===== src/video_pkg.sv =====
/*
 * video timing struct and screen geometry constants
 */
`default_nettype none

package video_pkg;

    // pixels per line and width of the horizontal count
    localparam int LINE_W = 512;
    localparam int HPOS_W = 9;

    // timing from the video generator, sampled on clk
    typedef struct packed {
        logic [7:0]        v;      // line number
        logic [HPOS_W-1:0] h;      // horizontal count
        logic              lhbl;   // high during active display
        logic              hinit;  // line start strobe
        logic              flip;   // screen flip
    } vid_t;

endpackage

`default_nettype wire


===== src/obj_pkg.sv =====
/*
 * object attribute, pixel and line buffer write structs
 * draw FSM states and object table constants
 */
`default_nettype none

package obj_pkg;

    import video_pkg::*;

    localparam int              OBJ_IDX_W = 5;
    localparam int              OBJ_NUM   = 32;
    localparam int              OBJ_SIZE  = 16;
    localparam int              ROM_AW    = 17;
    // last value of the buffer wait count
    localparam logic [3:0]      BUF_WAIT  = 4'd10;
    // scan stops after this object
    localparam logic [OBJ_IDX_W-1:0] OBJ_LAST = 5'd23;

    // one entry of the object table
    typedef struct packed {
        logic [8:0] code;
        logic [3:0] color;
        logic       hflip;
        logic       vflip;
        logic [7:0] y;
        logic [8:0] x;
    } obj_attr_t;

    // pal of zero is transparent
    typedef struct packed {
        logic [3:0] color;
        logic [3:0] pal;
    } obj_pxl_t;

    typedef struct packed {
        logic              we;
        logic [HPOS_W-1:0] addr;
        obj_pxl_t          pxl;
    } lbuf_wr_t;

    typedef enum logic [2:0] {
        ST_WAIT,
        ST_READ,
        ST_TEST,
        ST_DRAW,
        ST_SKIP
    } draw_state_e;

endpackage

`default_nettype wire


===== src/obj_timing.sv =====
/*
 * per line counters for buffer wait, pixel step and object index
 * scan over flag and line bank toggle
 */
`timescale 1ns/1ps
`default_nettype none

module obj_timing
    import video_pkg::*, obj_pkg::*;
#(
    parameter int LAYOUT = 0
) (
    input  wire logic                 clk,
    input  wire logic                 rst,
    input  wire logic                 cen6,
    input  wire vid_t                 vid,
    input  wire logic                 rom_ok,
    output logic [3:0]                pxlcnt,
    output logic                      pxlcnt_lsb,
    output logic [3:0]                bufcnt,
    output logic [OBJ_IDX_W-1:0]      objcnt,
    output logic                      over,
    output logic                      line
);

    logic                 last_lhbl;
    logic                 ok_dly;
    logic                 rom_good;
    logic                 lhbl_rise;
    logic [OBJ_IDX_W-1:0] auxcnt;

    // rom answer only counts after two high cycles in a row
    assign rom_good  = rom_ok & ok_dly;
    assign lhbl_rise = vid.lhbl & ~last_lhbl;

    // layout 0 swaps the upper halves of the table
    // on one side of the screen, this makes the logo effect
    always_comb begin
        objcnt = auxcnt;
        if (LAYOUT == 0 && (vid.v[7] ^ vid.flip) && auxcnt > 5'd15) begin
            objcnt[3] = ~auxcnt[3];
        end
    end

    always_ff @(posedge clk) begin
        if (rst) begin
            last_lhbl  <= 1'b0;
            ok_dly     <= 1'b0;
            pxlcnt     <= 4'd0;
            pxlcnt_lsb <= 1'b0;
            // idle until the first active line
            bufcnt     <= BUF_WAIT;
            auxcnt     <= '0;
            over       <= 1'b1;
        end else begin
            last_lhbl <= vid.lhbl;
            ok_dly    <= rom_ok;
            if (lhbl_rise) begin
                // new scan
                pxlcnt     <= 4'd0;
                pxlcnt_lsb <= 1'b0;
                bufcnt     <= 4'd0;
                auxcnt     <= '0;
                over       <= 1'b0;
            end else if (bufcnt != BUF_WAIT) begin
                bufcnt <= bufcnt + 4'd1;
            end else if (rom_good && !over) begin
                {pxlcnt, pxlcnt_lsb} <= {pxlcnt, pxlcnt_lsb} + 5'd1;
                // 32 steps done, move to the next object
                if (&{pxlcnt, pxlcnt_lsb}) begin
                    bufcnt <= 4'd0;
                    auxcnt <= auxcnt + 5'd1;
                    over   <= auxcnt == OBJ_LAST;
                end
            end else if (!rom_good) begin
                // present the address again
                pxlcnt_lsb <= 1'b0;
            end
        end
    end

    // line bank flips once per line
    always_ff @(posedge clk) begin
        if (rst) begin
            line <= 1'b0;
        end else if (cen6 && vid.hinit) begin
            line <= ~line;
        end
    end

    // the wait count saturates and only restarts from zero
    a_bufcnt_range: assert property (@(posedge clk) disable iff (rst)
        bufcnt <= BUF_WAIT);

endmodule

`default_nettype wire


===== config.mk =====
export PLATFORM = sky130hd
export DESIGN_NAME = obj_timing
export DESIGN_NICKNAME = d
export VERILOG_FILES = /design/src/video_pkg.sv /design/src/obj_pkg.sv /design/src/obj_timing.sv
export SDC_FILE = /design/constraint.sdc
export NUM_CORES = 1
export LEC_CHECK = 0
export BUFFER_PORTS_ARGS = -buffer_cell sky130_fd_sc_hd__buf_2
export CELL_PAD_IN_SITES_DETAIL_PLACEMENT = 0
export CELL_PAD_IN_SITES_GLOBAL_PLACEMENT = 1
export CORE_MARGIN = 2
export CORE_UTILIZATION = 32
export DETAILED_ROUTE_END_ITERATION = 12
export GPL_TIMING_DRIVEN = 0
export PLACE_DENSITY_LB_ADDON = 0.1
export SKIP_CTS_REPAIR_TIMING = 1
export SLEW_MARGIN = 25
export SYNTH_ARGS = -nofsm -noshare
export SYNTH_HDL_FRONTEND = slang
export SYNTH_SLANG_ARGS = --single-unit
export TNS_END_PERCENT = 10

===== constraint.sdc =====
create_clock -name clk -period 1.9 [get_ports clk]
set_clock_uncertainty 0.05 [all_clocks]
set_input_delay 0 -clock clk [delete_from_list [all_inputs] [get_ports clk]]
set_output_delay 0 -clock clk [all_outputs]
set_load 0.01 [all_outputs]

==> flow_summary_export.csv <==
group,metric,value,unit
outcome,outcome,"finished clean",
clock_tree,cts_root_buf,"clkbuf_4",
route,wl,1820,um
worst_setup_path,worstReg2RegEnd,"auxcnt[3]",
run,max-cap-violations,0,
clock_tree,cts_buffer_depth,2,
final_layout,diodes,0,
worst_setup_path,reg2reg_slack,150,ps
synth,synthesis.instances,100,
synth,synth_area,886,um^2
worst_setup_path,rr_worst_depth,4,
worst_setup_path,crit_type,"register to register",
route,drc,0,
worst_setup_path,end_kind,"register",
hold_path,hp-class,"primary input to output pin",
global_routing,grt_pass1_wl,3080,um
global_routing,grt_pass1_vias,724,
route,dr.pass1.iters,4,
timing,period_minus_slack,1750,ps
floorplanning,num_rows,19,
timing,slew_headroom,67.7,%
synth,synth_edf_count,0,
timing,clock.fmax,572,MHz
worst_setup_path,path_max_fanout,5,
final_layout,final_nets,161,
final_layout,final_cell_mix,"buf_2 (23), dfxtp_1 (16), nor2_1 (13)",
hold_path,hold_path_depth,5,
floorplanning,die_area,3210,um^2
synth,post-synth-top-area-cell,"dfxtp_1",
placed_design,placedInstanceArea,1040,um^2
clock_tree,cts.sinks,18,
floorplanning,die_x,56.6,um
final_layout,drive_gt1_share,29.3,%
final_layout,utilization,42.4,%
synth,synth_seq_cells,18,
clock_tree,path_clk_slew,120,ps
synth,synth_area_per_cell,8.86,um^2
synth,synth_area_leaders,"dfxtp_1 (41%), xnor2_1 (5.9%), nor2_1 (5.5%)",
synth,syn_nets,127,
power,ir_worst_vdd,0.439,mV
global_routing,grt_start_max_net_pins,11,
floorplanning,fp.dieH,56.6,um
power,power,0.800,mW
synth,ys_types,29,
route,antenna_left,0,
final_layout,fin_cells,164,
clock_tree,cts_buffers,3,
global_routing,track_usage,12.2,%
synth,synth_async_sr_flop_share,0,%
worst_setup_path,timing.rr.start,"pxlcnt_lsb",
synth,ys_warn_count,0,
timing,finalSetupViolations,0,
power,p_leak,0.482,nW
route,num_vias,788,
final_layout,syn_to_final_growth,28.5,%
floorplanning,initial_core_util,33.0,%
route,vias_per_cell,4.80,
synth,yosysSeqAreaShare,40.7,%
placed_design,dpl.hpwl,1310,um
global_routing,antenna_found_initial,0,
placed_design,dp_cells,154,
power,p_per_area,702,nW/um^2
placed_design,dp_worst_setup_slack,128,ps
timing,slew_violations,0,
worst_setup_path,cp.arrival,1940,ps
route,post_drt_wl_per_cell,11.1,um
global_routing,overflow,0,
final_layout,mostFrequentLayoutCell,"buf_2",
worst_setup_path,worstSetupStartpointType,"register",
clock_tree,tritoncts,"done",
hold_path,holdPathEnd,"objcnt[3]",
floorplanning,core-area,2690,um^2
timing,worst_slack,151,ps
timing,post-route-period-util,92.0,%
timing,hold_viol_final,0,
clock_tree,htree_levels,1,
placed_design,port_buffers,23,
hold_path,hold_start,"vid[19]",
placed_design,gp_congestion,0.683,
route,drtIter0Drc,29,
synth,synth_top_area_share,40.7,%
timing,worst_slew_pin_slew,485,ps
clock_tree,clkLatencyLatePin,300,ps
synth,ys.flop_type,"dfxtp_1",
worst_setup_path,cp.required,2090,ps
timing,fin_hold_ws,381,ps
floorplanning,ioPinCount,40,
timing,fin_tns_setup,0,ps
final_layout,fin_area,1140,um^2
[synthesized netlist by cell type, types with 2 or more instances]
library cell and instances:
nor2_1 13, a21oi_1 3, nor4_1 2, or4_1 2
mux2i_1 2, nand2_1 6, a211oi_1 2, ha_1 3
nand2b_1 2, xor2_1 2, clkbuf_1 2, xnor2_1 6
a31oi_1 2, dfxtp_1 18, inv_1 4, buf_4 4
nand3_1 3, o21ai_0 8, nor3_1 3, nor2b_1 4
[cell type report]
class / instances / area, um^2
well taps: 31 / 38.8
flip-flops and latches: 18 / 365
inverters: 4 / 15.0
repair buffers: 29 / 170
plain buffers: 6 / 37.5
clock buffers: 4 / 36.3
fillers: 283 / 1550
multi-input cells: 72 / 475
[critical path, cell delays in order (launching register included)]
cell     delay (ps)
dfxtp_1         410
nand3_1         220
or4_1           550
or3_1           320
a21oi_1         130
[sequential cells by signal, summed over array words and instances, names as in the netlist]
register	cells
auxcnt	5
bufcnt	4
last_lhbl	1
line	1
ok_dly	1
over	1
pxlcnt	4
pxlcnt_lsb	1
[metal layers]
layer  global-route usage, %  wire length, um  vias up
li1                        -                -      413
met1                    15.8              910      351
met2                    19.1              818       22
met3                    2.07               77        2
met4                    7.14               17        0
met5                       0                0        -
[power breakdown]
part / switching, mW / total (mW) / internal [mW]
Clock: 0.130 / 0.247 / 0.117
Combinational: 0.0751 / 0.135 / 0.0603
Sequential: 0.0221 / 0.417 / 0.395
[cell families after synthesis]
family / Yosys count / share of synthesized area, %
mux: 2 / 2.26
buf+inv: 10 / 5.93
flops: 18 / 40.7
fa+ha+maj: 3 / 4.24
compound gates: 17 / 11.3
xor+xnor: 8 / 7.91
simple gates: 42 / 27.7
[worst max path at each step]
stage          depth (start not counted)        end        from
2_1_floorplan                          4  auxcnt[3]  pxlcnt_lsb
3_3_place_gp                           5  auxcnt[1]   bufcnt[0]
3_5_place_dp                           5  auxcnt[1]   bufcnt[0]
4_1_cts                                7  objcnt[3]   auxcnt[0]
5_1_grt                                7  objcnt[3]   auxcnt[1]
6_report                               4  auxcnt[3]  pxlcnt_lsb
No activity file was read; power rests on OpenSTA's default activity.
