## src/video_pkg.sv

```systemverilog
/*
 * video timing struct and screen geometry constants
 */
`default_nettype none

package video_pkg;

    // pixels per line and width of the horizontal count
    localparam int LINE_W = 512;
    localparam int HPOS_W = 9;

    // timing from the video generator, sampled on clk
    typedef struct packed {
        logic [7:0]        v;      // line number
        logic [HPOS_W-1:0] h;      // horizontal count
        logic              lhbl;   // high during active display
        logic              hinit;  // line start strobe
        logic              flip;   // screen flip
    } vid_t;

endpackage

`default_nettype wire

```

## src/obj_pkg.sv

```systemverilog
/*
 * object attribute, pixel and line buffer write structs
 * draw FSM states and object table constants
 */
`default_nettype none

package obj_pkg;

    import video_pkg::*;

    localparam int              OBJ_IDX_W = 5;
    localparam int              OBJ_NUM   = 32;
    localparam int              OBJ_SIZE  = 16;
    localparam int              ROM_AW    = 17;
    // last value of the buffer wait count
    localparam logic [3:0]      BUF_WAIT  = 4'd10;
    // scan stops after this object
    localparam logic [OBJ_IDX_W-1:0] OBJ_LAST = 5'd23;

    // one entry of the object table
    typedef struct packed {
        logic [8:0] code;
        logic [3:0] color;
        logic       hflip;
        logic       vflip;
        logic [7:0] y;
        logic [8:0] x;
    } obj_attr_t;

    // pal of zero is transparent
    typedef struct packed {
        logic [3:0] color;
        logic [3:0] pal;
    } obj_pxl_t;

    typedef struct packed {
        logic              we;
        logic [HPOS_W-1:0] addr;
        obj_pxl_t          pxl;
    } lbuf_wr_t;

    typedef enum logic [2:0] {
        ST_WAIT,
        ST_READ,
        ST_TEST,
        ST_DRAW,
        ST_SKIP
    } draw_state_e;

endpackage

`default_nettype wire

```

## src/obj_attr_ram.sv

```systemverilog
/*
 * object attribute table, cpu write port and registered scan read
 */
`timescale 1ns/1ps
`default_nettype none

module obj_attr_ram
    import obj_pkg::*;
(
    input  wire logic                 clk,
    input  wire logic                 cpu_we,
    input  wire logic [OBJ_IDX_W-1:0] cpu_addr,
    input  wire obj_attr_t            cpu_data,
    input  wire logic [OBJ_IDX_W-1:0] rd_addr,
    output obj_attr_t                 rd_attr
);

    // simple dual port table, one entry per object
    obj_attr_t mem [OBJ_NUM];

    // cpu side, one write per cycle
    always_ff @(posedge clk) begin
        if (cpu_we) begin
            mem[cpu_addr] <= cpu_data;
        end
    end

    // scan side, data one cycle after the index
    always_ff @(posedge clk) begin
        rd_attr <= mem[rd_addr];
    end

endmodule

`default_nettype wire

```

## config.mk

```make
export PLATFORM = sky130hd
export DESIGN_NAME = obj_attr_ram
export DESIGN_NICKNAME = d
export VERILOG_FILES = /design/src/video_pkg.sv /design/src/obj_pkg.sv /design/src/obj_attr_ram.sv
export SDC_FILE = /design/constraint.sdc
export NUM_CORES = 1
export LEC_CHECK = 0
export BUFFER_PORTS_ARGS = -buffer_cell sky130_fd_sc_hd__buf_4
export CAP_MARGIN = 20
export CORE_ASPECT_RATIO = 0.75
export CORE_UTILIZATION = 35
export CTS_BUF_LIST = sky130_fd_sc_hd__clkbuf_8
export CTS_CLUSTER_SIZE = 30
export DETAILED_ROUTE_END_ITERATION = 10
export SYNTH_ARGS = -nofsm -noshare
export SYNTH_HDL_FRONTEND = slang
export SYNTH_SLANG_ARGS = --single-unit
```

## constraint.sdc

```tcl
create_clock -name clk -period 2.7 [get_ports clk]
set_input_delay 0.135 -clock clk [delete_from_list [all_inputs] [get_ports clk]]
set_output_delay 0.135 -clock clk [all_outputs]
set_load 0.005 [all_outputs]
```

==> flow_summary.json, run 1 <==
{
  "outcome": "completed",
  "postSynthCellCount": 2260,
  "crit_type": "in2reg",
  "grt_overflow": 0,
  "critPathTopFamily": "buffers and inverters",
  "ioPinCount": 76,
  "p_int_mw": 25.0,
  "setup_viol": 0,
  "synth_area_per_cell_um2": 17.9,
  "hp-start": "rd_addr[1]",
  "routed_via_density": 5.16,
  "critPathArrivalTime_ps": 3040,
  "die_h_um": 297,
  "p_switching_mw": 7.21,
  "core.rowCount": 107,
  "cts_tree": "yes",
  "fin_skew_ps": 23.6,
  "dr.pass1.iters": 5,
  "power_density_nw_per_um2": 685,
  "cts_resized": 0,
  "clock_latency_ps": 820,
  "grt_pass1_wl_um": 145000,
  "r2r_slack_ps": 1140,
  "whs_endpoint": "rd_attr[9]$_DFF_P_",
  "yosysSeqAreaShare": 0.775,
  "grt_pass1_vias": 21672,
  "min_path_cells": 6,
  "cp_common_cell": "dlygate4sd3_1",
  "antenna_found_initial": 2,
  "drc": 0,
  "p_sw_frac": 0.224,
  "h-tree-depth": 4,
  "path_max_fanout": 35,
  "hold_violations": 0,
  "final_cell_mix": "edfxtp_1 (1024), mux2i_1 (512), clkbuf_8 (174), buf_4 (131), nand3_1 (98)",
  "num_vias": 21375,
  "die_area_um2": 117000,
  "antenna_left": 0,
  "relSlewSlack": 0.467,
  "combPwrFrac": 0.057,
  "start_util": 0.355,
  "synth_nets": 2304,
  "r2r-start": "mem[17][12]$_DFFE_PP_",
  "cts_sinks": 1056,
  "grt_max_degree": 68,
  "path_clk_slew_ps": 60,
  "leakage_nw": 16.4,
  "design_area_um2": 47000,
  "final_common_cell": "edfxtp_1",
  "synth.distinct_cells": 25,
  "clock.fmax_mhz": 420,
  "fin_nets": 2539,
  "p_clk_frac": 0.374,
  "synth_seq_cells": 1056,
  "crit_chain": "dlygate4sd3_1 > buf_4 > nor2_4 > dlygate4sd3_1 > buf_12 > a22o_1 > nor3_1 > a31oi_1 > nand3_1",
  "track_usage": 0.171,
  "cts_buffers": 150,
  "yosys_warnings": 0,
  "wl_um": 100000,
  "hpwl_um": 54200,
  "seq_power_share": 0.569,
  "wl_per_cell_um": 24.2,
  "crit_slowest_cell": "dlygate4sd3_1",
  "worstSetupEndpointType": "register",
  "worstMarginPinSlew_ps": 799,
  "cts_buffer_depth": 3,
  "die_x_um": 395,
  "clock-root-buffer": "clkbuf_8",
  "drtIter0Drc": 1804,
  "finalCritPeriodShare": 0.882,
  "finalSetupTns_ps": 0,
  "maxSlewViolCount": 0,
  "syn_area_um2": 40500,
  "placed_area_um2": 43700,
  "fill_cells": 10123,
  "hp-class": "in2reg",
  "rsz0062_at_grt": "false",
  "required_ps": 3360,
  "worst_path_largest_cell_delay_ps": 780,
  "layout-drive-gt1-share": 0.157,
  "cap_violations": 0,
  "fin_crit_ps": 2380,
  "startpoint_type": "input port",
  "ir_worst_vdd_mv": 0.382,
  "io_buffers": 75,
  "area_delta_synth_final_pct": 16.0,
  "place.gp.congestion": 0.756,
  "path_buf_inv": 4,
  "reg2regPathDepth": 5,
  "r2r_end": "rd_attr[12]$_DFF_P_",
  "core_area_um2": 114000
}
-- worst min-delay path: stages --
cell,delay [ps]
buf_4,140
nor2_4,90
buf_12,190
nand2_1,90
a31oi_1,80
nand3_1,100
-- power by group through the flow --
| stage | combinational (mW) | sequential, mW | clock (mW) |
|---|---|---|---|
| final | 1.83 | 18.3 | 12.0 |
| after global routing | 1.96 | 18.3 | 13.0 |
| after CTS | 1.84 | 18.3 | 12.3 |
| after detailed placement | 1.78 | 18.7 | 0 |
| after global placement | 1.74 | 18.7 | 0 |
| after floorplan | 0.941 | 18.6 | 0 |
-- state kept, by name, indices dropped and copies added (netlist names) --
name / cells
rd_attr: 32
mem: 1024
-- area by class of cell --
| class | count | area [µm²] | area share |
|---|---|---|---|
| clock inverter | 99 | 478 | 0.0102 |
| timing repair buffer | 210 | 2180 | 0.0464 |
| multi-input combinational | 1077 | 8610 | 0.183 |
| sequential | 1056 | 31400 | 0.668 |
| clock buffer | 174 | 2390 | 0.0510 |
| antenna | 1 | 2.50 | 0.0000533 |
| tap | 1526 | 1910 | 0.0407 |
-- layer usage --
metal  global-route usage  vias to the layer above  wire length, µm
li1                     -                     9482                -
met1                0.243                    10964            46300
met2                0.262                      773            45300
met3               0.0314                      156             6300
met4               0.0612                        0             2400
met5                    0                        -                0
-- how the worst max path moves through the flow --
stage	start	to	slack, ps	cells past startpoint
2_1_floorplan	cpu_addr[1]	mem[12][0]$_DFFE_PP_	130	3
3_3_place_gp	rd_addr[2]	rd_attr[25]$_DFF_P_	630	7
3_5_place_dp	rd_addr[2]	rd_attr[25]$_DFF_P_	670	7
4_1_cts	rd_addr[2]	rd_attr[31]$_DFF_P_	470	9
5_1_grt	rd_addr[2]	rd_attr[31]$_DFF_P_	330	9
6_report	rd_addr[2]	rd_attr[31]$_DFF_P_	320	9
-- synth_stat cells, drive strengths merged --
library cell	count	area [µm²]
or3b	3	26.3
a22oi	96	721
nor3	32	160
a31oi	32	200
nor2	34	128
nor2b	1	6.26
clkbuf	48	188
or2	1	6.26
edfxtp	1024	30700
nand2b	2	12.5
a22o	64	561
or3	1	6.26
nand2	98	368
mux2i	512	5120
and2b	1	7.51
dfxtp	32	641
and2	1	6.26
buf	79	566
nand3	98	490
nand3b	5	37.5
a21oi	96	480
-- cells by family (layout without fill, tap and decap cells) --
family,after synthesis,after routing,share of synthesized area
multiplexers,512,512,0.127
buffers and inverters,127,483,0.0186
AND/OR/NAND/NOR,277,277,0.0310
other,0,1,0
AO/OA/AOI/OAI,288,288,0.0485
flip-flops,1056,1056,0.775
-- stage by stage --
stage / std cells / hold slack [ps] / utilization / total power [mW] / setup WS (ps)
after floorplan: 2260 / 234 / - / 19.6 / 131
after global placement: 3831 / 520 / 0.383 / 20.4 / 632
after detailed placement: 3831 / 521 / 0.383 / 20.4 / 669
after CTS: 4142 / 0.341 / 0.412 / 32.5 / 474
after global routing: 4143 / 69.7 / 0.412 / 33.3 / 331
final: 4143 / 82.8 / 0.412 / 32.2 / 318
-- timing repair --
| item | CTS | global route |
|---|---|---|
| hold endpoints to repair | 1042 | 0 |
| hold buffers | 38 | 0 |
| setup buffers | 0 | 0 |
Power figures use the tool's default switching activity.
==> run 2: changes to the inputs <==
--- a/config.mk
+++ b/config.mk
@@ -12,6 +12,7 @@
 export CTS_BUF_LIST = sky130_fd_sc_hd__clkbuf_8
 export CTS_CLUSTER_SIZE = 30
 export DETAILED_ROUTE_END_ITERATION = 10
+export GPL_TIMING_DRIVEN = 0
 export SYNTH_ARGS = -nofsm -noshare
 export SYNTH_HDL_FRONTEND = slang
 export SYNTH_SLANG_ARGS = --single-unit
==> flow_summary.json, run 2 (synthesized netlist as in run 1, its figures left out) <==
{
  "outcome": "completed",
  "grt_util_met2": 0.274,
  "critPathArrivalTime_ps": 3120,
  "final_cell_mix": "edfxtp_1 (1024), mux2i_1 (512), clkbuf_8 (169), buf_4 (107)",
  "antenna_found_initial": 4,
  "finalSetupTns_ps": 0,
  "p_int_mw": 24.8,
  "ioPinCount": 76,
  "largest_reg_flops": 1024,
  "path_clk_slew_ps": 60,
  "cts_sinks": 1056,
  "p_clk_frac": 0.371,
  "p_sw_frac": 0.230,
  "leakage_nw": 16.5,
  "start_util": 0.355,
  "grt_pass1_wl_um": 152000,
  "finalCritPeriodShare": 0.912,
  "drc": 0,
  "startpoint_type": "input port",
  "grt_overflow": 0,
  "grt_max_degree": 33,
  "clock-root-buffer": "clkbuf_8",
  "die_area_um2": 117000,
  "drtIter0Drc": 2552,
  "cts_buffers": 156,
  "maxSlewViolCount": 0,
  "fin_skew_ps": 34.4,
  "worst_path_largest_cell_delay_ps": 770,
  "finalPower_mw": 32.2,
  "dr.pass1.iters": 5,
  "antenna_left": 0,
  "cts_buffer_depth": 3,
  "critPathTopFamily": "buffers and inverters",
  "power_density_nw_per_um2": 684,
  "cts_setup_buffers": 0,
  "h-tree-depth": 4,
  "clock.fmax_mhz": 406,
  "fin_ws_ps": 236,
  "placed_area_um2": 43900,
  "final_common_cell": "edfxtp_1",
  "use_met1": 0.259,
  "combPwrFrac": 0.062,
  "fill_cells": 10106,
  "largestRegisters": "mem x1024, rd_attr x32",
  "relSlewSlack": 0.355,
  "worstSetupEndpointType": "register",
  "io_buffers": 74,
  "crit_type": "in2reg",
  "rsz0062_at_grt": "false",
  "num_vias": 21934,
  "fin_nets": 2603,
  "gr-usage-met3": 0.0478,
  "hold_violations": 0,
  "place.gp.congestion": 0.830,
  "dpl_worst_slack_ps": -185,
  "die_h_um": 297,
  "core.rowCount": 107,
  "design_area_um2": 47100,
  "grt_busiest_layer": "met2",
  "grt_pass1_vias": 22074,
  "die_x_um": 395,
  "diodes": 0,
  "hp-class": "in2reg",
  "required_ps": 3350,
  "area_delta_synth_final_pct": 16.4,
  "largest-register": "mem",
  "core_area_um2": 114000,
  "fin_crit_ps": 2460,
  "cts_tree": "yes",
  "fin_hold_ws_ps": 88.8,
  "wl_per_cell_um": 25.5,
  "path_buf_inv": 3,
  "routed_via_density": 5.21,
  "setup_viol": 0,
  "layout-drive-gt1-share": 0.154,
  "worstMarginPinSlew_ps": 963,
  "path_max_fanout": 10,
  "crit_chain": "dlygate4sd3_1 > buf_4 > nand2b_1 > clkbuf_1 > a21oi_1 > a31oi_1 > nand3_1",
  "clock_latency_ps": 830,
  "cap_violations": 0,
  "seq_power_share": 0.567,
  "wl_um": 107000,
  "crit_slowest_cell": "a31oi_1",
  "track_usage": 0.182,
  "p_switching_mw": 7.40,
  "hpwl_um": 72000,
  "ir_worst_vdd_mv": 0.411
}
==> run 2: cell type report <==
type | instances | area, µm² | share of cell area
Timing Repair Buffer | 141 | 1660 | 0.0352
Buffer | 127 | 754 | 0.0160
Sequential cell | 1056 | 31400 | 0.666
Multi-Input combinational cell | 1077 | 8590 | 0.182
Clock buffer | 169 | 2330 | 0.0493
Tap cell | 1526 | 1910 | 0.0405
Clock inverter | 110 | 515 | 0.0109
==> run 2: power by group through the flow <==
| stage | registers [mW] | logic [mW] | clock network, mW |
|---|---|---|---|
| after floorplan | 18.6 | 0.941 | 0 |
| after global placement | 18.6 | 1.83 | 0 |
| after detailed placement | 18.6 | 1.93 | 0 |
| after CTS | 18.3 | 1.98 | 12.2 |
| after global routing | 18.3 | 2.11 | 12.8 |
| final | 18.3 | 1.99 | 12.0 |
==> run 2: per-stage QoR <==
step                      instances   util
after detailed placement       3892  0.385
final                          4206  0.413
after CTS                      4206  0.413
after global placement         3860  0.377
after global routing           4206  0.413
after floorplan                2260      -
==> run 2: per-layer routing <==
layer / wire length [µm] / up-vias
met5: 0 / -
met4: 1790 / 0
met3: 10800 / 134
met2: 47000 / 996
met1: 47600 / 11217
li1: - / 9587
==> run 2: path summary, 6_finish.rpt <==
| kind | from | cells after the start | slack (ps) | to |
|---|---|---|---|---|
| min | rd_addr[4] | 5 | 90 | rd_attr[0]$_DFF_P_ |
| max | rd_addr[3] | 7 | 240 | rd_attr[5]$_DFF_P_ |
| min reg2reg | mem[26][29]$_DFFE_PP_ | 4 | 630 | rd_attr[29]$_DFF_P_ |
| max reg2reg | mem[0][5]$_DFFE_PP_ | 5 | 840 | rd_attr[5]$_DFF_P_ |
==> run 2: tightest hold or removal path, stage by stage <==
cell	delay (ps)
buf_4	140
nand2_1	270
a21oi_1	100
nand3_1	90
nand3_1	110
==> run 2: repair_timing <==
item,4_1_cts,5_1_grt
hold endpoints to repair,1045,0
gates resized for setup,0,4
hold buffers,35,0
setup endpoints to repair,0,3
