### src/video_pkg.sv
/*
 * video timing struct and screen geometry constants
 */
`default_nettype none

package video_pkg;

    // pixels per line and width of the horizontal count
    localparam int LINE_W = 512;
    localparam int HPOS_W = 9;

    // timing from the video generator, sampled on clk
    typedef struct packed {
        logic [7:0]        v;      // line number
        logic [HPOS_W-1:0] h;      // horizontal count
        logic              lhbl;   // high during active display
        logic              hinit;  // line start strobe
        logic              flip;   // screen flip
    } vid_t;

endpackage

`default_nettype wire

### src/obj_pkg.sv
/*
 * object attribute, pixel and line buffer write structs
 * draw FSM states and object table constants
 */
`default_nettype none

package obj_pkg;

    import video_pkg::*;

    localparam int              OBJ_IDX_W = 5;
    localparam int              OBJ_NUM   = 32;
    localparam int              OBJ_SIZE  = 16;
    localparam int              ROM_AW    = 17;
    // last value of the buffer wait count
    localparam logic [3:0]      BUF_WAIT  = 4'd10;
    // scan stops after this object
    localparam logic [OBJ_IDX_W-1:0] OBJ_LAST = 5'd23;

    // one entry of the object table
    typedef struct packed {
        logic [8:0] code;
        logic [3:0] color;
        logic       hflip;
        logic       vflip;
        logic [7:0] y;
        logic [8:0] x;
    } obj_attr_t;

    // pal of zero is transparent
    typedef struct packed {
        logic [3:0] color;
        logic [3:0] pal;
    } obj_pxl_t;

    typedef struct packed {
        logic              we;
        logic [HPOS_W-1:0] addr;
        obj_pxl_t          pxl;
    } lbuf_wr_t;

    typedef enum logic [2:0] {
        ST_WAIT,
        ST_READ,
        ST_TEST,
        ST_DRAW,
        ST_SKIP
    } draw_state_e;

endpackage

`default_nettype wire

### src/obj_draw.sv
/*
 * object draw FSM: attribute latch, vertical hit test,
 * rom address and line buffer writes
 */
`timescale 1ns/1ps
`default_nettype none

module obj_draw
    import video_pkg::*, obj_pkg::*;
(
    input  wire logic              clk,
    input  wire logic              rst,
    input  wire obj_attr_t         attr,
    input  wire vid_t              vid,
    input  wire logic [3:0]        bufcnt,
    input  wire logic [3:0]        pxlcnt,
    input  wire logic              pxlcnt_lsb,
    input  wire logic              rom_ok,
    input  wire logic [3:0]        rom_data,
    output logic [ROM_AW-1:0]      rom_addr,
    output lbuf_wr_t               wr
);

    draw_state_e       state;
    logic              ok_dly;
    logic              step_ok;
    logic [7:0]        dv;
    logic [3:0]        col;

    // latched object
    logic [8:0]        code;
    logic [3:0]        color;
    logic              hflip;
    logic [HPOS_W-1:0] xpos;
    logic [3:0]        row;

    // line offset inside the object, mod 256
    assign dv = vid.v - attr.y;

    // data half of an accepted pixel step
    assign step_ok = rom_ok & ok_dly & pxlcnt_lsb & (bufcnt == BUF_WAIT);

    assign rom_addr = {code, row, pxlcnt};

    // column on screen, mirrored by hflip
    assign col = pxlcnt ^ {4{hflip}};

    always_ff @(posedge clk) begin
        if (rst) begin
            state  <= ST_WAIT;
            ok_dly <= 1'b0;
        end else begin
            ok_dly <= rom_ok;
            case (state)
                ST_WAIT: begin
                    if (bufcnt == 4'd0) begin
                        state <= ST_READ;
                    end
                end
                // table read in flight
                ST_READ: state <= ST_TEST;
                ST_TEST: begin
                    if (dv < OBJ_SIZE) begin
                        state <= ST_DRAW;
                    end else begin
                        state <= ST_SKIP;
                    end
                end
                // hold until the next object slot
                ST_DRAW, ST_SKIP: begin
                    if (bufcnt == 4'd0) begin
                        state <= ST_READ;
                    end
                end
                default: state <= ST_WAIT;
            endcase
        end
    end

    always_ff @(posedge clk) begin
        if (state == ST_TEST) begin
            code  <= attr.code;
            color <= attr.color;
            hflip <= attr.hflip;
            xpos  <= attr.x;
            // row counted from the bottom when vflip is set
            row   <= dv[3:0] ^ {4{attr.vflip}};
        end
    end

    // one write per opaque pixel with the address wrapping at 9 bits
    always_ff @(posedge clk) begin
        wr.addr <= xpos + {5'd0, col};
        wr.pxl  <= '{color: color, pal: rom_data};
        if (rst) begin
            wr.we <= 1'b0;
        end else begin
            wr.we <= (state == ST_DRAW) && step_ok && (rom_data != 4'd0);
        end
    end

    // a write lands while its own slot is still drawing
    a_we_in_draw: assert property (@(posedge clk) disable iff (rst)
        wr.we |-> state == ST_DRAW);

endmodule

`default_nettype wire

### config.mk
export PLATFORM = sky130hd
export DESIGN_NAME = obj_draw
export DESIGN_NICKNAME = d
export VERILOG_FILES = /design/src/video_pkg.sv /design/src/obj_pkg.sv /design/src/obj_draw.sv
export SDC_FILE = /design/constraint.sdc
export NUM_CORES = 1
export LEC_CHECK = 0
export BUFFER_PORTS_ARGS = -buffer_cell sky130_fd_sc_hd__buf_2
export CAP_MARGIN = 10
export CORE_MARGIN = 2
export CORE_UTILIZATION = 33
export CTS_CLUSTER_DIAMETER = 150
export DETAILED_ROUTE_END_ITERATION = 8
export PLACE_DENSITY = 0.59
export SLEW_MARGIN = 20
export SYNTH_ARGS = -nofsm -noshare
export SYNTH_HDL_FRONTEND = slang
export SYNTH_SLANG_ARGS = --single-unit
### constraint.sdc
create_clock -name clk -period 2.82 [get_ports clk]
set_input_delay 0.423 -clock clk [delete_from_list [all_inputs] [get_ports clk]]
set_output_delay 0.423 -clock clk [all_outputs]
set_load 0.05 [all_outputs]
==> results_dict.tcl, run 1 <==
set metrics [dict create \
    instances_no_fill 331 \
    antenna_cells 0 \
    dieArea_sq_mm 0.00686 \
    path_clk_slew_ns 0.08 \
    syn_area_sq_mm 0.00205 \
    hold_class "input port to flop" \
    min_path_cells 1 \
    core_area_sq_mm 0.00596 \
    synth-simple-area-share 0.109 \
    cp-end-kind "flop" \
    min_period_over_period 0.776 \
    via_per_inst 4.43 \
    drt_pre_antenna_iters 4 \
    vias 1465 \
    syn_inst 161 \
    finalPower_mw 1.46 \
    initial_utilization 0.344 \
    max_slew_margin 0.722 \
    critPathArrivalTime_ns 2.37 \
    irDropWorstVdd_uv 187 \
    cts_resized 0 \
    post_cts_buffers 0 \
    rrSetupSlack_ns 0.67 \
    io_buffer_count 90 \
    slew_viol_final 0 \
    synth_warnings 0 \
    rsz0062_at_grt "no" \
    ys_seq_elements 49 \
    nNetsFinal 337 \
    clkSinkCount 49 \
    wirelength_mm 3.77 \
    reg2reg_to "wr[16]" \
    crit_required_ns 3.00 \
    syn-num-nets 243 \
    critical_path_class "input port to flop" \
    overflow 0 \
    die_h_um 82.8 \
    tightest_slew_ns 0.412 \
    antenna_found_initial 0 \
    clockBufferDepth 2 \
    place_hpwl_mm 2.93 \
    synth_top_family_by_area "simple AND/OR/NAND/NOR gates" \
    synth_mux_area_frac 0.00488 \
    hold_viol_final 0 \
    holdPathEnd "wr[2]" \
    p_leak_nw 1.19 \
    htreeDepth 2 \
    worstPathMaxFanout 3 \
    hold_buffers 0 \
    min_period_ns 2.19 \
    route.detailed.drc 0 \
    syn_avg_cell_area_sq_um 12.7 \
    layout-drive-gt1-share 0.398 \
    holdCritStartpoint "rom_data[2]" \
    synth_xor_area_frac 0.0854 \
    rows 28 \
    skew_ns 0.00467 \
    fmax_mhz 457 \
    status "completed" \
    first_iter_violations 22 \
    async_flop_share 0 \
    cp-start-kind "input port" \
    grt_pass1_vias 1362 \
    syn2layout_area_growth_pct 30.8 \
    synth_cell_types 31 \
    grt_max_degree 27 \
    tritoncts "yes" \
    place_congestion 0.804 \
    grt_pass1_wl_mm 6.04 \
    powerDensity_mw_per_mm2 545 \
    synth_edf_count 27 \
    wire_per_inst_um 11.4 \
    die_x_um 82.8 \
    numCtsBuffers 5 \
    drv_cap 0 \
    synth_flop_cell "edfxtp_1" \
    clkLatencyLatePin_ns 0.29 \
    setup_tns_ns 0 \
    synth_adder_area_share 0.0927 \
    setup_viol 0 \
    ys_seq_area_frac 0.610 \
    r2r_cells 7 \
    place_inst 323 \
    io_pins 103 \
    root_buffer "clkbuf_8" \
    grt_usage 0.110 \
    ant_nets 0 \
    synth_compound_area_frac 0.0689 \
    r2r-start "hflip" \
]
==> per-layer routing <==
| layer | wire length (um) | global-route usage |
|---|---|---|
| met3 | 279 | 0.0338 |
| met1 | 1640 | 0.131 |
| met2 | 1760 | 0.185 |
| met5 | 0 | 0 |
| met4 | 92 | 0.0432 |
==> cell usage after synthesis (4+ instances only) <==
master,instances,share of area
nand2b_1,6,0.018
xnor2_1,10,0.043
o21ai_1,6,0.015
nand2_1,6,0.011
xor2_1,10,0.043
dfxtp_1,22,0.21
edfxtp_1,27,0.40
buf_4,4,0.015
nor2_1,12,0.022
ha_1,12,0.073
inv_1,8,0.015
a21oi_1,8,0.020
nand3_1,5,0.012
==> layout make-up <==
cell class,count,area (sq um)
clock buffers,6,72.6
clock inverters,2,35.0
fillers,611,3270
inverters,8,30.0
multi-input cells,100,742
flip-flops and latches,49,1250
well taps,75,93.8
repair buffers,91,458
==> logic make-up after synthesis <==
logic type               count (synthesis)
AO/OA/AOI/OAI                           23
adder cells (fa/ha/maj)                 14
AND/OR/NAND/NOR                         42
flip-flops                              49
XOR/XNOR                                20
buffers and inverters                   12
multiplexers                             1
==> how the worst max path moves through the flow <==
stage	start	end	slack [ns]	cells after the start
after floorplan	vid[12]	state[2]	0.57	9
after global placement	vid[12]	state[2]	0.33	10
after detailed placement	vid[12]	state[2]	0.31	10
after CTS	vid[12]	state[2]	0.64	10
after global routing	vid[12]	state[2]	0.50	10
final	vid[12]	state[2]	0.63	10
==> state kept, by name (all words and copies together), names as in the netlist <==
| name | flops |
|---|---|
| color | 4 |
| hflip | 1 |
| row | 4 |
| wr | 18 |
| state | 3 |
| code | 9 |
| xpos | 9 |
| ok_dly | 1 |
==> metrics by stage <==
stage / hold slack (ns) / setup slack, ns / cell area, sq um / util
after global routing: 0.225 / 0.495 / 2680 / 0.450
after floorplan: 0.323 / 0.565 / 2050 / -
after CTS: 0.232 / 0.635 / 2680 / 0.450
after detailed placement: 0.327 / 0.313 / 2570 / 0.432
final: 0.243 / 0.633 / 2680 / 0.450
after global placement: 0.324 / 0.330 / 2570 / 0.432
==> report_power, final <==
| part | switching (mW) | internal (mW) | leakage (nW) |
|---|---|---|---|
| registers | 0.00239 | 0.766 | 0.427 |
| logic | 0.123 | 0.0877 | 0.710 |
| clock network | 0.219 | 0.263 | 0.0552 |
| total | 0.344 | 1.12 | 1.19 |
==> worst max-delay path: stages <==
cell and delay [ns]:
buf_2 0.09, inv_1 0.06, ha_1 0.14, inv_1 0.05, fa_1 0.40, and3_4 0.17
or4_4 0.50, a211oi_2 0.28, and3_1 0.20, a21boi_1 0.06
==> placed cells by master, fill, tap and decap left out <==
cell        n
a211oi_2    1
a21boi_1    1
a21o_1      3
a21oi_1     8
a41oi_1     1
and3_1      1
and3_4      1
buf_2      90
buf_4       1
bufinv_16   1
clkbuf_1    1
clkbuf_8    5
clkinv_2    1
dfxtp_1    22
edfxtp_1   27
fa_1        2
ha_1       12
inv_1       8
mux2i_1     1
nand2_1     6
nand2b_1    6
nand3_1     5
nand4_1     1
nand4b_1    1
nor2_1     11
nor2_2      1
nor2b_1     3
nor3_1      2
nor3b_1     1
nor4_1      2
o2111ai_1   1
o21ai_0     1
o21ai_1     6
o22ai_1     1
or4_4       1
xnor2_1    10
xor2_1     10
Power figures use the tool's default switching activity.
==> run 2: changes to the inputs <==
==> constraint.sdc (replaced) <==
create_clock -name clk -period 2.24 [get_ports clk]
set_input_delay 0.336 -clock clk [delete_from_list [all_inputs] [get_ports clk]]
set_output_delay 0.336 -clock clk [all_outputs]
set_load 0.05 [all_outputs]
==> results_dict.tcl, run 2 (same netlist as run 1, synthesis figures left out) <==
set metrics [dict create \
    critPathArrivalTime_ns 2.23 \
    io_pins 103 \
    tritoncts "yes" \
    powerDensity_mw_per_mm2 667 \
    layout_commonest_cell "buf_2" \
    clkSinkCount 49 \
    fillCellCount 578 \
    htreeDepth 2 \
    hold_buffers 0 \
    antenna_cells 0 \
    hold_viol_final 0 \
    cp-start-kind "input port" \
    max_slew_margin 0.736 \
    holdCritStartpoint "rom_data[0]" \
    ant_nets 0 \
    rsz0062_at_grt "no" \
    initial_utilization 0.344 \
    fmax_mhz 491 \
    clockBufferDepth 2 \
    grt_pass1_wl_mm 6.21 \
    final_cell_mix "90 x buf_2, 27 x edfxtp_1, 22 x dfxtp_1, 12 x ha_1, 11 x nor2_1" \
    p_leak_nw 1.21 \
    setup_tns_ns 0 \
    post_cts_buffers 0 \
    place_hpwl_mm 2.96 \
    worstPathMaxFanout 3 \
    crit_path_start "vid[12]" \
    grt_max_degree 27 \
    instances_no_fill 335 \
    slew_viol_final 0 \
    reg.largest.list "wr (18), code (9), xpos (9)" \
    largest_reg_flops 18 \
    drt_pre_antenna_iters 4 \
    wirelength_mm 3.72 \
    irDropWorstVdd_uv 264 \
    crit_required_ns 2.43 \
    numCtsBuffers 5 \
    die_x_um 82.8 \
    path_clk_slew_ns 0.09 \
    route.detailed.drc 0 \
    hold_class "input port to flop" \
    wire_per_inst_um 11.1 \
    drv_cap 0 \
    layout-drive-gt1-share 0.408 \
    clkLatencyLatePin_ns 0.30 \
    status "completed" \
    top_register "wr" \
    critical_path_class "input port to flop" \
    place_inst 327 \
    first_iter_violations 21 \
    antenna_found_initial 0 \
    min_period_ns 2.04 \
    vias 1467 \
    grt_usage 0.113 \
    tightest_slew_ns 0.393 \
    syn2layout_area_growth_pct 32.2 \
    io_buffer_count 90 \
    skew_ns 0.00359 \
    cts_resized 0 \
    nNetsFinal 341 \
    root_buffer "clkbuf_8" \
    core_area_sq_mm 0.00596 \
    rows 28 \
    dieArea_sq_mm 0.00686 \
    min_period_over_period 0.909 \
    grt_pass1_vias 1419 \
    setup_viol 0 \
    cp-end-kind "flop" \
    die_h_um 82.8 \
    r2r-start "hflip" \
    overflow 0 \
    place_congestion 0.771 \
    via_per_inst 4.38 \
]
==> run 2: cell count changes in the layout (fill, tap and decap cells not counted), sizes merged <==
cell / before / now
buf: 91 / 95
bufinv: 1 / 0
clkinvlp: 0 / 1
==> run 2: critical path, cell delays in order <==
cell,delay [ns]
buf_2,0.10
inv_1,0.06
ha_1,0.13
inv_1,0.05
fa_1,0.39
and3_4,0.17
or4_4,0.50
a211oi_2,0.26
and3_1,0.19
a21boi_1,0.05
==> run 2: stage by stage <==
stage	setup WS [ns]	cell area, sq um	util	power (mW)	hold WS (ns)
2_1_floorplan	0.0721	2050	-	1.17	0.323
3_3_place_gp	-0.122	2610	0.437	1.26	0.324
3_5_place_dp	-0.134	2610	0.437	1.26	0.329
4_1_cts	0.171	2710	0.455	1.84	0.145
5_1_grt	0.00990	2710	0.455	1.91	0.135
6_report	0.203	2710	0.455	1.81	0.152
==> run 2: report_power, final <==
group          total (mW)  leakage [nW]  switching, mW  internal, mW
registers           0.967         0.427        0.00300         0.964
logic               0.269         0.729          0.155         0.114
clock network       0.571        0.0500          0.288         0.284
==> run 2: per-layer routing <==
metal  track usage  wire [um]  up-vias
met5             0          0        -
li1              -          -      764
met4        0.0402         63        0
met1         0.128       1580      644
met2         0.194       1780       53
met3        0.0427        292        6
==> run 2: final timing paths <==
path,to,cells past startpoint,slack [ns]
min reg2reg,wr[6],0,0.34
max,state[2],10,0.20
max reg2reg,wr[15],8,0.21
min,wr[0],1,0.15
==> run 2: cell type report <==
| cell class | count | area (sq um) | share of cell area |
|---|---|---|---|
| Tap cell | 75 | 93.8 | 0.0346 |
| Clock inverter | 2 | 11.3 | 0.00416 |
| Inverter | 8 | 30.0 | 0.0111 |
| Timing Repair Buffer | 95 | 488 | 0.180 |
| Sequential cell | 49 | 1250 | 0.462 |
| Clock buffer | 6 | 93.8 | 0.0346 |
| Multi-Input combinational cell | 100 | 742 | 0.274 |
==> run 3: changes to the inputs <==
--- a/config.mk
+++ b/config.mk
@@ -9,9 +9,12 @@
 export CAP_MARGIN = 10
 export CORE_MARGIN = 2
 export CORE_UTILIZATION = 33
+export CTS_BUF_LIST = sky130_fd_sc_hd__clkbuf_4
 export CTS_CLUSTER_DIAMETER = 150
 export DETAILED_ROUTE_END_ITERATION = 8
+export GPL_ROUTABILITY_DRIVEN = 0
 export PLACE_DENSITY = 0.59
+export RECOVER_POWER = 25
 export SLEW_MARGIN = 20
 export SYNTH_ARGS = -nofsm -noshare
 export SYNTH_HDL_FRONTEND = slang
==> results_dict.tcl, run 3 (same netlist as run 1, synthesis figures left out) <==
set metrics [dict create \
    ant_nets 0 \
    max_slew_margin 0.743 \
    reg2reg_to "wr[16]" \
    min_period_ns 2.03 \
    holdPathEnd "wr[2]" \
    numCtsBuffers 5 \
    nNetsFinal 341 \
    antenna_found_initial 0 \
    p_leak_nw 1.18 \
    grt_usage 0.112 \
    cp-end-kind "flop" \
    irDropWorstVdd_uv 301 \
    clkSinkCount 49 \
    die_h_um 82.8 \
    grt_pass1_wl_mm 6.19 \
    fillCellCount 585 \
    status "completed" \
    post-route-util 0.451 \
    route.detailed.drc 0 \
    final_cell_mix "85 x buf_2, 27 x edfxtp_1, 22 x dfxtp_1, 12 x ha_1, 11 x nor2_1" \
    setup_tns_ns 0 \
    overflow 0 \
    path_clk_slew_ns 0.14 \
    vias 1461 \
    core_area_sq_mm 0.00596 \
    drt_pre_antenna_iters 4 \
    hold_class "input port to flop" \
    hold_viol_final 0 \
    htreeDepth 2 \
    reg.largest.list "wr (18), code (9), xpos (9)" \
    largest_reg_flops 18 \
    cp-start-kind "flop" \
    rrSetupSlack_ns 0.21 \
    clockBufferDepth 2 \
    tightest_slew_ns 0.382 \
    skew_ns 0.00568 \
    root_buffer "clkbuf_4" \
    holdCritStartpoint "rom_data[2]" \
    min_period_over_period 0.906 \
    io_pins 103 \
    powerDensity_mw_per_mm2 646 \
    wire_per_inst_um 11.0 \
    dieArea_sq_mm 0.00686 \
    grt_max_degree 27 \
    fmax_mhz 493 \
    wirelength_mm 3.68 \
    rsz0062_at_grt "no" \
    syn2layout_area_growth_pct 30.9 \
    layout-drive-gt1-share 0.392 \
    min_path_cells 1 \
    top_register "wr" \
    critPathArrivalTime_ns 2.27 \
    via_per_inst 4.36 \
    slew_viol_final 0 \
    rows 28 \
    layout_commonest_cell "buf_2" \
    grt_pass1_vias 1426 \
    r2r-start "hflip" \
    clkLatencyLatePin_ns 0.34 \
    worstPathMaxFanout 3 \
    antenna_cells 0 \
    place_hpwl_mm 2.96 \
    io_buffer_count 90 \
    critical_path_class "flop to flop" \
    drv_cap 0 \
    initial_utilization 0.344 \
    tritoncts "yes" \
    first_iter_violations 22 \
    crit_required_ns 2.48 \
    die_x_um 82.8 \
    setup_viol 0 \
    r2r_cells 7 \
]
==> run 3: power by group <==
part	switching [mW]	leakage, nW	internal [mW]
Sequential	0.00297	0.427	0.965
Clock	0.268	0.0389	0.231
Combinational	0.155	0.716	0.113
==> run 3: what timing repair did <==
item / CTS / global route
gates resized for setup: 0 / 1
setup endpoints to repair: 0 / 1
hold buffers: 0 / 0
setup buffers: 0 / 0
==> run 3: worst max-delay path by stage <==
| stage | from | end | slack, ns |
|---|---|---|---|
| after CTS | hflip | wr[15] | 0.15 |
| after global routing | hflip | wr[15] | 0.08 |
| after floorplan | vid[12] | state[2] | 0.07 |
| final | hflip | wr[16] | 0.21 |
| after detailed placement | vid[12] | state[2] | -0.13 |
| after global placement | vid[12] | state[2] | -0.12 |
==> run 3: critical path, cell delays in order (launching register included) <==
cell      delay (ns)
edfxtp_1        0.42
buf_4           0.17
xor2_2          0.18
fa_1            0.42
a21o_1          0.18
a21oi_1         0.28
nor2_1          0.11
xor2_1          0.15
==> run 3: metal layers <==
layer / part of all wire / up-vias / track usage
met3: 0.072 / 4 / 0.0398
met5: 0 / - / 0
li1: - / 763 / -
met4: 0.012 / 0 / 0.0358
met2: 0.49 / 51 / 0.194
met1: 0.43 / 643 / 0.128
==> run 3: cell type report <==
cell class                 instances  area, sq um  area share
timing repair buffer              95          482       0.179
tap                               75         93.8      0.0349
sequential                        49         1250       0.466
clock buffer                       5         37.5      0.0140
multi-input combinational        100          749       0.279
clock inverter                     3         41.3      0.0154
inverter                           8         30.0      0.0112
==> run 3: stage by stage <==
stage               setup WS, ns  cell area, sq um  total power [mW]  cells  hold WS (ns)
floorplan                 0.0721              2050              1.17    161         0.323
global placement          -0.122              2610              1.26    327         0.324
detailed placement        -0.134              2610              1.26    327         0.329
CTS                        0.154              2680              1.77    335        0.0775
global route              0.0777              2690              1.84    335        0.0597
finish                     0.210              2690              1.74    335        0.0995
